File: src/arith_pkg.sv
// widths and step counts of the arithmetic datapath, imported by the datapath and counter
`default_nettype none

package arith_pkg;

   // operand and result width
   localparam int unsigned DATA_W = 64;

   // one prefix adder, one multiply operand
   localparam int unsigned HALF_W = 32;

   // one shift-and-add step per multiplier bit
   localparam int unsigned MUL_STEPS = 32;

   // step counter width
   localparam int unsigned STEP_W = 6;

endpackage : arith_pkg

`default_nettype wire

File: src/arith_ctrl_pkg.sv
// opcode and state encodings plus the request and response structs of the arithmetic unit
`default_nettype none

package arith_ctrl_pkg;

   typedef enum logic [1:0] {
      OP_ADD  = 2'd0,
      OP_SUB  = 2'd1,
      OP_MULU = 2'd2
   } arith_op_e;

   typedef enum logic [1:0] {
      ST_IDLE = 2'd0,
      ST_ADD  = 2'd1,
      ST_MUL  = 2'd2,
      ST_DONE = 2'd3
   } arith_state_e;

   // MULU reads only the low half of a and b
   typedef struct packed {
      arith_op_e                    op;
      logic [arith_pkg::DATA_W-1:0] a;
      logic [arith_pkg::DATA_W-1:0] b;
   } arith_req_t;

   // carry is the no-borrow flag for SUB, zero for MULU
   typedef struct packed {
      logic [arith_pkg::DATA_W-1:0] result;
      logic                         carry;
   } arith_rsp_t;

endpackage : arith_ctrl_pkg

`default_nettype wire

File: src/han_carlson_add32.sv
// 32-bit Han-Carlson prefix adder with carry in and out, chained in pairs by the datapath
`default_nettype none

module han_carlson_add32 (
   input  logic [31:0] a,
   input  logic [31:0] b,
   input  logic        cin,
   output logic [31:0] sum,
   output logic        cout
);

   logic [31:0] p;
   logic [31:0] g;

   // pair groups, entry i covers bits 2i+1 down to 2i
   logic [15:0] l0_g;
   logic [15:0] l0_p;
   logic [15:0] l1_g;
   logic [15:0] l1_p;
   logic [15:0] l2_g;
   logic [15:0] l2_p;
   logic [15:0] l3_g;
   logic [15:0] l3_p;
   logic [15:0] l4_g;
   logic [15:0] l4_p;

   // prefix from bit 0 up to each position
   logic [31:0] grp_g;
   logic [31:0] grp_p;
   logic [32:0] c;

   assign p = a ^ b;
   assign g = a & b;

   genvar i;

   generate
      for (i = 0; i < 16; i++) begin : g_pair
         assign l0_g[i] = g[2*i+1] | (p[2*i+1] & g[2*i]);
         assign l0_p[i] = p[2*i+1] & p[2*i];
      end

      // kogge-stone over the 16 pair groups, spans 1, 2, 4, 8
      for (i = 0; i < 16; i++) begin : g_lvl1
         if (i >= 1) begin : g_op
            assign l1_g[i] = l0_g[i] | (l0_p[i] & l0_g[i-1]);
            assign l1_p[i] = l0_p[i] & l0_p[i-1];
         end else begin : g_pass
            assign l1_g[i] = l0_g[i];
            assign l1_p[i] = l0_p[i];
         end
      end

      for (i = 0; i < 16; i++) begin : g_lvl2
         if (i >= 2) begin : g_op
            assign l2_g[i] = l1_g[i] | (l1_p[i] & l1_g[i-2]);
            assign l2_p[i] = l1_p[i] & l1_p[i-2];
         end else begin : g_pass
            assign l2_g[i] = l1_g[i];
            assign l2_p[i] = l1_p[i];
         end
      end

      for (i = 0; i < 16; i++) begin : g_lvl3
         if (i >= 4) begin : g_op
            assign l3_g[i] = l2_g[i] | (l2_p[i] & l2_g[i-4]);
            assign l3_p[i] = l2_p[i] & l2_p[i-4];
         end else begin : g_pass
            assign l3_g[i] = l2_g[i];
            assign l3_p[i] = l2_p[i];
         end
      end

      for (i = 0; i < 16; i++) begin : g_lvl4
         if (i >= 8) begin : g_op
            assign l4_g[i] = l3_g[i] | (l3_p[i] & l3_g[i-8]);
            assign l4_p[i] = l3_p[i] & l3_p[i-8];
         end else begin : g_pass
            assign l4_g[i] = l3_g[i];
            assign l4_p[i] = l3_p[i];
         end
      end

      // odd bits come straight from the tree, even bits need one more cell
      for (i = 0; i < 16; i++) begin : g_fill
         assign grp_g[2*i+1] = l4_g[i];
         assign grp_p[2*i+1] = l4_p[i];
         if (i == 0) begin : g_first
            assign grp_g[0] = g[0];
            assign grp_p[0] = p[0];
         end else begin : g_even
            assign grp_g[2*i] = g[2*i] | (p[2*i] & grp_g[2*i-1]);
            assign grp_p[2*i] = p[2*i] & grp_p[2*i-1];
         end
      end
   endgenerate

   // fold in the carry in
   assign c[0]    = cin;
   assign c[32:1] = grp_g | (grp_p & {32{cin}});

   assign sum  = p ^ c[31:0];
   assign cout = c[32];

endmodule : han_carlson_add32

`default_nettype wire

File: src/step_counter.sv
// multiply step counter, flags the last shift-and-add step to the control FSM
`default_nettype none

module step_counter (
   input  logic clk,
   input  logic arst_n,
   input  logic clear,
   input  logic en,
   output logic last
);

   import arith_pkg::*;

   logic [STEP_W-1:0] cnt_q;

   always_ff @(posedge clk or negedge arst_n) begin
      if (!arst_n) begin
         cnt_q <= '0;
      end else if (clear) begin
         cnt_q <= '0;
      end else if (en) begin
         cnt_q <= cnt_q + 1'b1;
      end
   end

   // high during the cycle of the final step
   assign last = (cnt_q == STEP_W'(MUL_STEPS - 1));

endmodule : step_counter

`default_nettype wire

File: src/arith_ctrl_fsm.sv
// control FSM of the arithmetic unit, sequences one operation from start to done
`default_nettype none

module arith_ctrl_fsm (
   input  logic                      clk,
   input  logic                      arst_n,
   input  logic                      start,
   input  arith_ctrl_pkg::arith_op_e op,
   input  logic                      last,
   output logic                      load,
   output logic                      add_en,
   output logic                      mul_en,
   output logic                      cnt_clear,
   output logic                      cnt_en,
   output logic                      busy,
   output logic                      done
);

   import arith_ctrl_pkg::*;

   arith_state_e state_q;
   arith_state_e state_d;

   always_ff @(posedge clk or negedge arst_n) begin
      if (!arst_n) begin
         state_q <= ST_IDLE;
      end else begin
         state_q <= state_d;
      end
   end

   always_comb begin
      state_d = state_q;
      case (state_q)
         ST_IDLE: begin
            if (start) begin
               state_d = (op == OP_MULU) ? ST_MUL : ST_ADD;
            end
         end
         ST_ADD: begin
            state_d = ST_DONE;
         end
         ST_MUL: begin
            // step 32 happens on the edge that leaves this state
            if (last) begin
               state_d = ST_DONE;
            end
         end
         ST_DONE: begin
            state_d = ST_IDLE;
         end
         default: begin
            state_d = ST_IDLE;
         end
      endcase
   end

   // start is only looked at in idle
   assign load      = (state_q == ST_IDLE) && start;
   assign cnt_clear = (state_q == ST_IDLE) && start;

   assign add_en = (state_q == ST_ADD);
   assign mul_en = (state_q == ST_MUL);
   assign cnt_en = (state_q == ST_MUL);

   assign busy = (state_q != ST_IDLE);
   assign done = (state_q == ST_DONE);

endmodule : arith_ctrl_fsm

`default_nettype wire

File: src/arith_datapath.sv
// operand, product and result registers around two chained prefix adders
`default_nettype none

module arith_datapath (
   input  logic                       clk,
   input  logic                       arst_n,
   input  arith_ctrl_pkg::arith_req_t req,
   input  logic                       load,
   input  logic                       add_en,
   input  logic                       mul_en,
   output arith_ctrl_pkg::arith_rsp_t rsp
);

   import arith_pkg::*;
   import arith_ctrl_pkg::*;

   logic [DATA_W-1:0] a_q;
   logic [DATA_W-1:0] b_q;
   arith_op_e         op_q;

   // high half is the accumulator, low half starts as the multiplier
   logic [DATA_W-1:0] prod_q;

   logic [DATA_W-1:0] res_q;
   logic              carry_q;

   logic              mul_mode;
   logic [HALF_W-1:0] lo_a;
   logic [HALF_W-1:0] lo_b;
   logic              lo_cin;
   logic [HALF_W-1:0] lo_sum;
   logic              lo_cout;
   logic [HALF_W-1:0] hi_sum;
   logic              hi_cout;

   assign mul_mode = (op_q == OP_MULU);

   always_ff @(posedge clk or negedge arst_n) begin
      if (!arst_n) begin
         a_q     <= '0;
         b_q     <= '0;
         op_q    <= OP_ADD;
         prod_q  <= '0;
         res_q   <= '0;
         carry_q <= 1'b0;
      end else begin
         if (load) begin
            a_q  <= req.a;
            // subtract as a plus inverted b plus one
            b_q  <= (req.op == OP_SUB) ? ~req.b : req.b;
            op_q <= req.op;
            if (req.op == OP_MULU) begin
               prod_q <= {{HALF_W{1'b0}}, req.b[HALF_W-1:0]};
            end
         end
         if (add_en) begin
            res_q   <= {hi_sum, lo_sum};
            carry_q <= hi_cout;
         end
         if (mul_en) begin
            // 33-bit partial sum and the low half move right by one
            prod_q <= {lo_cout, lo_sum, prod_q[HALF_W-1:1]};
         end
      end
   end

   // multiplicand added only when the current multiplier bit is set
   assign lo_a   = mul_mode ? prod_q[DATA_W-1:HALF_W] : a_q[HALF_W-1:0];
   assign lo_b   = mul_mode ? (prod_q[0] ? a_q[HALF_W-1:0] : '0) : b_q[HALF_W-1:0];
   assign lo_cin = (op_q == OP_SUB);

   han_carlson_add32 lo_add (
      .a    (lo_a),
      .b    (lo_b),
      .cin  (lo_cin),
      .sum  (lo_sum),
      .cout (lo_cout)
   );

   han_carlson_add32 hi_add (
      .a    (a_q[DATA_W-1:HALF_W]),
      .b    (b_q[DATA_W-1:HALF_W]),
      .cin  (lo_cout),
      .sum  (hi_sum),
      .cout (hi_cout)
   );

   assign rsp.result = mul_mode ? prod_q : res_q;
   assign rsp.carry  = mul_mode ? 1'b0 : carry_q;

endmodule : arith_datapath

`default_nettype wire

File: src/arith_unit_top.sv
// top level of the 64-bit arithmetic unit, start/busy/done interface around FSM and datapath
`default_nettype none

module arith_unit_top (
   input  logic                       clk,
   input  logic                       arst_n,
   input  logic                       start,
   input  arith_ctrl_pkg::arith_req_t req,
   output logic                       busy,
   output logic                       done,
   output arith_ctrl_pkg::arith_rsp_t rsp
);

   logic load;
   logic add_en;
   logic mul_en;
   logic cnt_clear;
   logic cnt_en;
   logic last;

   arith_ctrl_fsm u_fsm (
      .clk       (clk),
      .arst_n    (arst_n),
      .start     (start),
      .op        (req.op),
      .last      (last),
      .load      (load),
      .add_en    (add_en),
      .mul_en    (mul_en),
      .cnt_clear (cnt_clear),
      .cnt_en    (cnt_en),
      .busy      (busy),
      .done      (done)
   );

   step_counter u_cnt (
      .clk    (clk),
      .arst_n (arst_n),
      .clear  (cnt_clear),
      .en     (cnt_en),
      .last   (last)
   );

   arith_datapath u_dp (
      .clk    (clk),
      .arst_n (arst_n),
      .req    (req),
      .load   (load),
      .add_en (add_en),
      .mul_en (mul_en),
      .rsp    (rsp)
   );

endmodule : arith_unit_top

`default_nettype wire

File: config.mk
export PLATFORM = sky130hd
export DESIGN_NAME = arith_unit_top
export DESIGN_NICKNAME = d
export VERILOG_FILES = /design/src/arith_pkg.sv /design/src/arith_ctrl_pkg.sv /design/src/han_carlson_add32.sv /design/src/step_counter.sv /design/src/arith_ctrl_fsm.sv /design/src/arith_datapath.sv /design/src/arith_unit_top.sv
export SDC_FILE = /design/constraint.sdc
export NUM_CORES = 1
export LEC_CHECK = 0
export ABC_AREA = 1
export BUFFER_PORTS_ARGS = -buffer_cell sky130_fd_sc_hd__buf_2
export CAP_MARGIN = 10
export CORE_UTILIZATION = 30
export CTS_BUF_LIST = sky130_fd_sc_hd__clkbuf_16
export DETAILED_ROUTE_END_ITERATION = 10
export SLEW_MARGIN = 0
export SYNTH_ARGS = -nofsm -noshare
export SYNTH_HDL_FRONTEND = slang
export SYNTH_HIERARCHICAL = 1
export SYNTH_SLANG_ARGS = --single-unit
File: constraint.sdc
create_clock -name clk -period 3 [get_ports clk]
set_input_delay 0.75 -clock clk [delete_from_list [all_inputs] [get_ports clk]]
set_output_delay 0.75 -clock clk [all_outputs]
set_load 0.1 [all_outputs]
## Word level (Yosys, flattened, before mapping)

Index checks and enable logic that the tools add are counted.

| word-level totals | value |
|---|---|
| input bits | 133 |
| output and inout bits | 67 |
| flip-flop bits (word level) | 267 |

| cells by class | value |
|---|---|
| bitwise gates (word level) | 491 |
| equality and inequality tests | 10 |
| reduce and logical (&&, ||, !) cells | 7 |
| mux-type cells | 15 |
| $add $sub $neg | 1 |

Operator list:

| kind | number |
|---|---|
| bitwise AND 1 bit | 320 |
| two-way mux 64 bit | 5 |
| OR 1 bit | 160 |
| bitwise AND 32 bit | 4 |
| bitwise XOR 32 bit | 4 |
| two-way mux 32 bit | 3 |
| inverter 64 bit | 1 |
| OR 32 bit | 2 |
| two-way mux 6 bit | 2 |
| == test 2 bit (second input constant) | 4 |
| case mux 2 bit (4 select lines) | 1 |
| adder 6 x 1 -> 6 bit (second input constant) | 1 |
| == test 2 x 1 -> 1 bit (second input constant) | 3 |
| == test 6 x 5 -> 1 bit (second input constant) | 1 |
| two-way mux 2 bit | 3 |
| nonzero test 2 bit | 3 |
| AND reduction 2 bit | 2 |
| zero test 2 bit | 1 |
| inequality test 2 x 1 -> 1 bit (second input constant) | 1 |
| inequality test 2 bit (second input constant) | 1 |
| logical AND 1 bit | 1 |
| two-way mux 1 bit | 1 |

## Logic depth before layout (Yosys ltp)

| logic depth | value |
|---|---|
| depth in word-level cells | 18 |
| mapped depth | 32 |
| depth with buffers taken out | 30 |

## Cells and area by module

Netlist, hierarchy kept.

Modules (own cells, without submodules):

| module | sequential area each (sq um) | area an instance (sq um) | cells an instance | times used |
|---|---|---|---|---|
| arith_datapath | 6481.2 | 12495.7 | 1673 | 1 |
| han_carlson_add32 | 0.0 | 1757.9 | 318 | 2 |
| step_counter | 150.1 | 317.8 | 42 | 1 |
| arith_ctrl_fsm | 50.0 | 227.7 | 34 | 1 |

## Least setup slack after synthesis

OpenSTA, ideal clock, no wires.

| timing | value |
|---|---|
| kind | reg-to-output |
| start point | register u_dp.op_q[1] |
| end point | output rsp[16] (netlist name) |
| slack | -723 ps |
| arrival time | 2973 ps |
| stages on the path, launching flop included | 6 |
| cells stage by stage | dfrtp_1 > nand2_4 > inv_4 > buf_6 > buf_2 > o21ai_0 |

RTL lines:

| item | RTL line | text |
|---|---|---|
| start, declared | arith_datapath.sv:19 | `arith_op_e op_q;` |
| start signal, assigned | arith_datapath.sv:51 | `op_q <= req.op;` |
| end, declared | arith_unit_top.sv:11 | `output arith_ctrl_pkg::arith_rsp_t rsp` |

## Worst setup path after layout

| timing | value |
|---|---|
| start point | register u_dp.op_q[1] |
| end point | register u_dp.res_q[39] |

RTL lines:

| item | RTL line | text |
|---|---|---|
| == test 2 bit (*) | arith_datapath.sv:36 | `assign mul_mode = (op_q == OP_MULU);` |
| two-way mux 32 bit (*) | arith_datapath.sv:68 | `assign lo_a = mul_mode ? prod_q[DATA_W-1:HALF_W] : a_q[HALF_W-1:0];` |
| via u_dp.lo_a[14] | arith_datapath.sv:28 | `logic [HALF_W-1:0] lo_a;` |
| bitwise AND 32 bit / bitwise XOR 32 bit (equally long branches) | han_carlson_add32.sv:33, han_carlson_add32.sv:32 |  |
| bitwise AND 1 bit, on equally long branches | han_carlson_add32.sv:39, han_carlson_add32.sv:40 |  |
| OR 1 bit, or another cell as far along | han_carlson_add32.sv:39 | `assign l0_g[i] = g[2*i+1] \| (p[2*i+1] & g[2*i]);` |
| OR 1 bit, or another cell as far along | han_carlson_add32.sv:46 | `assign l1_g[i] = l0_g[i] \| (l0_p[i] & l0_g[i-1]);` |
| OR 1 bit / bitwise AND 1 bit (equally long branches) | han_carlson_add32.sv:56, han_carlson_add32.sv:66 |  |
| OR 1 bit | han_carlson_add32.sv:66 | `assign l3_g[i] = l2_g[i] \| (l2_p[i] & l2_g[i-4]);` |
| bitwise AND 1 bit | han_carlson_add32.sv:76 | `assign l4_g[i] = l3_g[i] \| (l3_p[i] & l3_g[i-8]);` |
| OR 1 bit | han_carlson_add32.sv:76 |  |
| OR 32 bit (*) | han_carlson_add32.sv:100 | `assign c[32:1] = grp_g \| (grp_p & {32{cin}});` |
| via u_dp.lo_cout | arith_datapath.sv:32 | `logic lo_cout;` |
| bitwise AND 32 bit (*) | han_carlson_add32.sv:100 |  |
| OR 32 bit (*) | han_carlson_add32.sv:100 |  |
| bitwise XOR 32 bit (*) | han_carlson_add32.sv:102 | `assign sum = p ^ c[31:0];` |
| via u_dp.hi_sum[7] | arith_datapath.sv:33 | `logic [HALF_W-1:0] hi_sum;` |
| end signal, assigned | arith_datapath.sv:57 | `res_q <= {hi_sum, lo_sum};` |
| end, declared | arith_datapath.sv:24 | `logic [DATA_W-1:0] res_q;` |

Mark *: on every way through the listed nets, which the timed path passes. The rest lies on a longest branch.
A chain may end at the register's enable or synchronous reset.

==> results.cfg <==
[setup_path]
critical_path.startpoint_type = register
worstSetupPathType = reg2reg
timing.critical_path.fanout_max = 10
crit_arrival_ns = 3.96
number_of_cells_traversed_by_the_worst_register_to_register_path = 25
ff2ff_setup_slack_ns = -0.46
crit_path_max_incr_delay_ns = 0.45
cp.buffers_inverters = 7
cp_data_required_time_ns = 3.50
critPathCaptureType = register
timing.critical_path.mode_cell = sky130_fd_sc_hd__nand2_2
reg2reg_to = u_dp/res_q[39]$_DFFE_PN0P_
timing.rr.start = u_dp/op_q[1]$_DFFE_PN0P_
worst_path_dominant_cell_family = simple AND/OR/NAND/NOR gates
critPathSlowestCell = sky130_fd_sc_hd__dfrtp_2

[die]
floorplan.die.height_um = 237
placementRows = 85
coreArea_mm2 = 0.0541
initial_utilization = 0.306
die_width_um = 237
overall_die_area_mm2 = 0.0561
io-pin-count = 200

[detailed_routing]
wirelength_um = 55800
avgViaCountPerCell = 4.65
detail_route.iter0.violations = 1046
routedWlPerCell_um = 16.2
drt-pass1-iter-count = 5
route.detailed.drc = 0
antenna_violating_nets_post_route = 0
route.vias.total = 16100

[global_route]
groute.layer.met3.usage = 0.0389
global_route.peak_usage_layer = met2
grt_remaining_overflow = 0
grt_util_met1 = 0.268
grt_util_met2 = 0.315
grt_first_pass_wirelength_um = 86300
grt_pass1_vias = 15500
initial_antenna_violation_count = 9
pin_count_of_the_biggest_net_entering_global_routing = 109
grt.total_usage = 0.194

[finish]
drive_above_1_share = 0.258
area_delta_synth_final_pct = 36.8
final_net_count = 2936
post_layout_nonfiller_instances = 3453

[place]
gp_congestion = 0.904
post-place-cells = 3338
hpwlAfterDp_um = 39300
post-place-ws_ns = -0.324
port_buffers = 199

[logic_synthesis]
synth_largest_area_cell = sky130_fd_sc_hd__dfrtp_1
synth-seq-area-share = 0.404
synth_warnings = 6
synth.top_cells.by_area = sky130_fd_sc_hd__dfrtp_1, sky130_fd_sc_hd__nand2_1, sky130_fd_sc_hd__nand3_1
post-synth-top-area-fraction = 0.404
ys_seq_elements = 267
post_synth_inst_count = 2385
synthesis.nets = 2590
syn_area_per_cell_um2 = 6.94
synth_cell_type_count = 30
netlist_area_mm2 = 0.0166

[job]
maxCapViolations = 0

[clocking]
total_number_of_h_tree_levels = 1
clockBufferDepth = 3
path_clk_slew_ns = 0.07
cts.root.buffer_cell = sky130_fd_sc_hd__clkbuf_16
cts_tree = built
worst_skew_pair.late_latency_ns = 0.58
clkSinkCount = 267
numCtsBuffers = 29
cts_hold_buffers = 0

[timing]
final_min_period_over_clock_period = 1.15
worst_slew_margin_rel = 0.522
minimum_period_implied_by_the_final_worst_setup_slack_ns = 3.46
layout_setup_ws_ns = -0.465
setup_repair_after_global_routing_missed_its_margin = true
final-hold-violation-count = 0
worst-slew-pin-transition_ns = 0.717
setup_viol = 38
fin_skew_ns = 0.0120
slew_violations = 0
final_layout_setup_total_negative_slack_ns = -12.42
timing.hold.ws_ns = 0.197
clock.fmax_mhz = 289

[outcome]
violations = setup timing
run_status = complete, but fails checks

[hold_path]
hold_class = in2async
synth_stat cells (all sizes together):
cell / instances
buf: 81
nor2: 52
fa: 2
nand2: 986
o21ai: 231
o21bai: 6
a21o: 2
xor2: 30
inv: 313
clkbuf: 34
nor3: 8
nor3b: 1
o211ai: 4
xnor2: 16
dfrtp: 267
nand3: 240
nand4: 4
a31oi: 2
ha: 70
a21oi: 36
flip-flops by register name, indices dropped and copies added (netlist names):
name           count
u_cnt/cnt_q        6
u_dp/prod_q       64
u_dp/res_q        64
u_fsm/state_q      2
u_dp/b_q          64
u_dp/a_q          64
u_dp/op_q          2
u_dp/carry_q       1
area by class of cell:
class	count	area, µm²
clock inverter	24	201
timing repair inverter	1	8.76
sequential	267	6680
antenna	4	10.0
tap	696	871
clock buffer	29	726
timing repair buffer	429	4030
inverter	313	1190
fill	5534	31500
multi-input combinational	1690	8930
timing repair:
| action | 4_1_cts | 5_1_grt |
|---|---|---|
| buffers inserted | 34 | 21 |
| endpoints found under the setup margin | 36 | 74 |
| resized for setup | 86 | 176 |
| cloned | 4 | 4 |
| pin swaps | 10 | 74 |
worst max-delay path by stage:
| stage | startpoint | slack (ns) | cells after the start | to |
|---|---|---|---|---|
| after global placement | u_dp/op_q[0]$_DFFE_PN0P_ | -0.28 | 28 | u_dp/res_q[55]$_DFFE_PN0P_ |
| after detailed placement | u_dp/op_q[0]$_DFFE_PN0P_ | -0.32 | 31 | u_dp/res_q[63]$_DFFE_PN0P_ |
| after floorplan | u_dp/op_q[1]$_DFFE_PN0P_ | -0.71 | 5 | rsp[16] |
| after CTS | u_dp/op_q[1]$_DFFE_PN0P_ | -0.30 | 27 | u_dp/res_q[63]$_DFFE_PN0P_ |
| final | u_dp/op_q[1]$_DFFE_PN0P_ | -0.46 | 25 | u_dp/res_q[39]$_DFFE_PN0P_ |
| after global routing | u_dp/op_q[1]$_DFFE_PN0P_ | -0.64 | 29 | u_dp/res_q[55]$_DFFE_PN0P_ |
layer usage:
layer	part of all wire	wire [µm]
met1	0.46	25600
met2	0.46	25500
met3	0.064	3560
met4	0.019	1040
met5	0.0011	62
per-stage QoR:
step | instance area [µm²] | util
6_report | 22700 | 0.418
4_1_cts | 21800 | 0.403
3_3_place_gp | 20300 | 0.375
2_1_floorplan | 16600 | -
5_1_grt | 22600 | 0.418
3_5_place_dp | 20300 | 0.375
cell usage in the layout, fill, tap and decap left out, types with 19 or more instances in the layout:
cell and n:
sky130_fd_sc_hd__o21ai_1 65, sky130_fd_sc_hd__dfrtp_1 266, sky130_fd_sc_hd__clkbuf_16 32, sky130_fd_sc_hd__inv_1 297, sky130_fd_sc_hd__a21oi_1 23, sky130_fd_sc_hd__buf_4 196
sky130_fd_sc_hd__nand2_2 99, sky130_fd_sc_hd__o21ai_2 19, sky130_fd_sc_hd__o21ai_0 143, sky130_fd_sc_hd__nand3_1 223, sky130_fd_sc_hd__nand2_1 873, sky130_fd_sc_hd__nor2_1 38
sky130_fd_sc_hd__ha_1 51, sky130_fd_sc_hd__xor2_1 26, sky130_fd_sc_hd__buf_12 78, sky130_fd_sc_hd__buf_2 134
logic make-up (layout without fill, tap and decap cells):
logic type / after synthesis / after routing / synth area share
compound gates: 281 / 281 / 0.0869
xor+xnor: 46 / 46 / 0.0243
other cells: 0 / 4 / 0
fa+ha+maj: 72 / 72 / 0.0553
flops: 267 / 267 / 0.404
simple gates: 1291 / 1291 / 0.322
buf+inv: 428 / 796 / 0.108
Power is not shown: default switching activity piles up to over one toggle a cycle in this logic, so the estimate is an artifact.
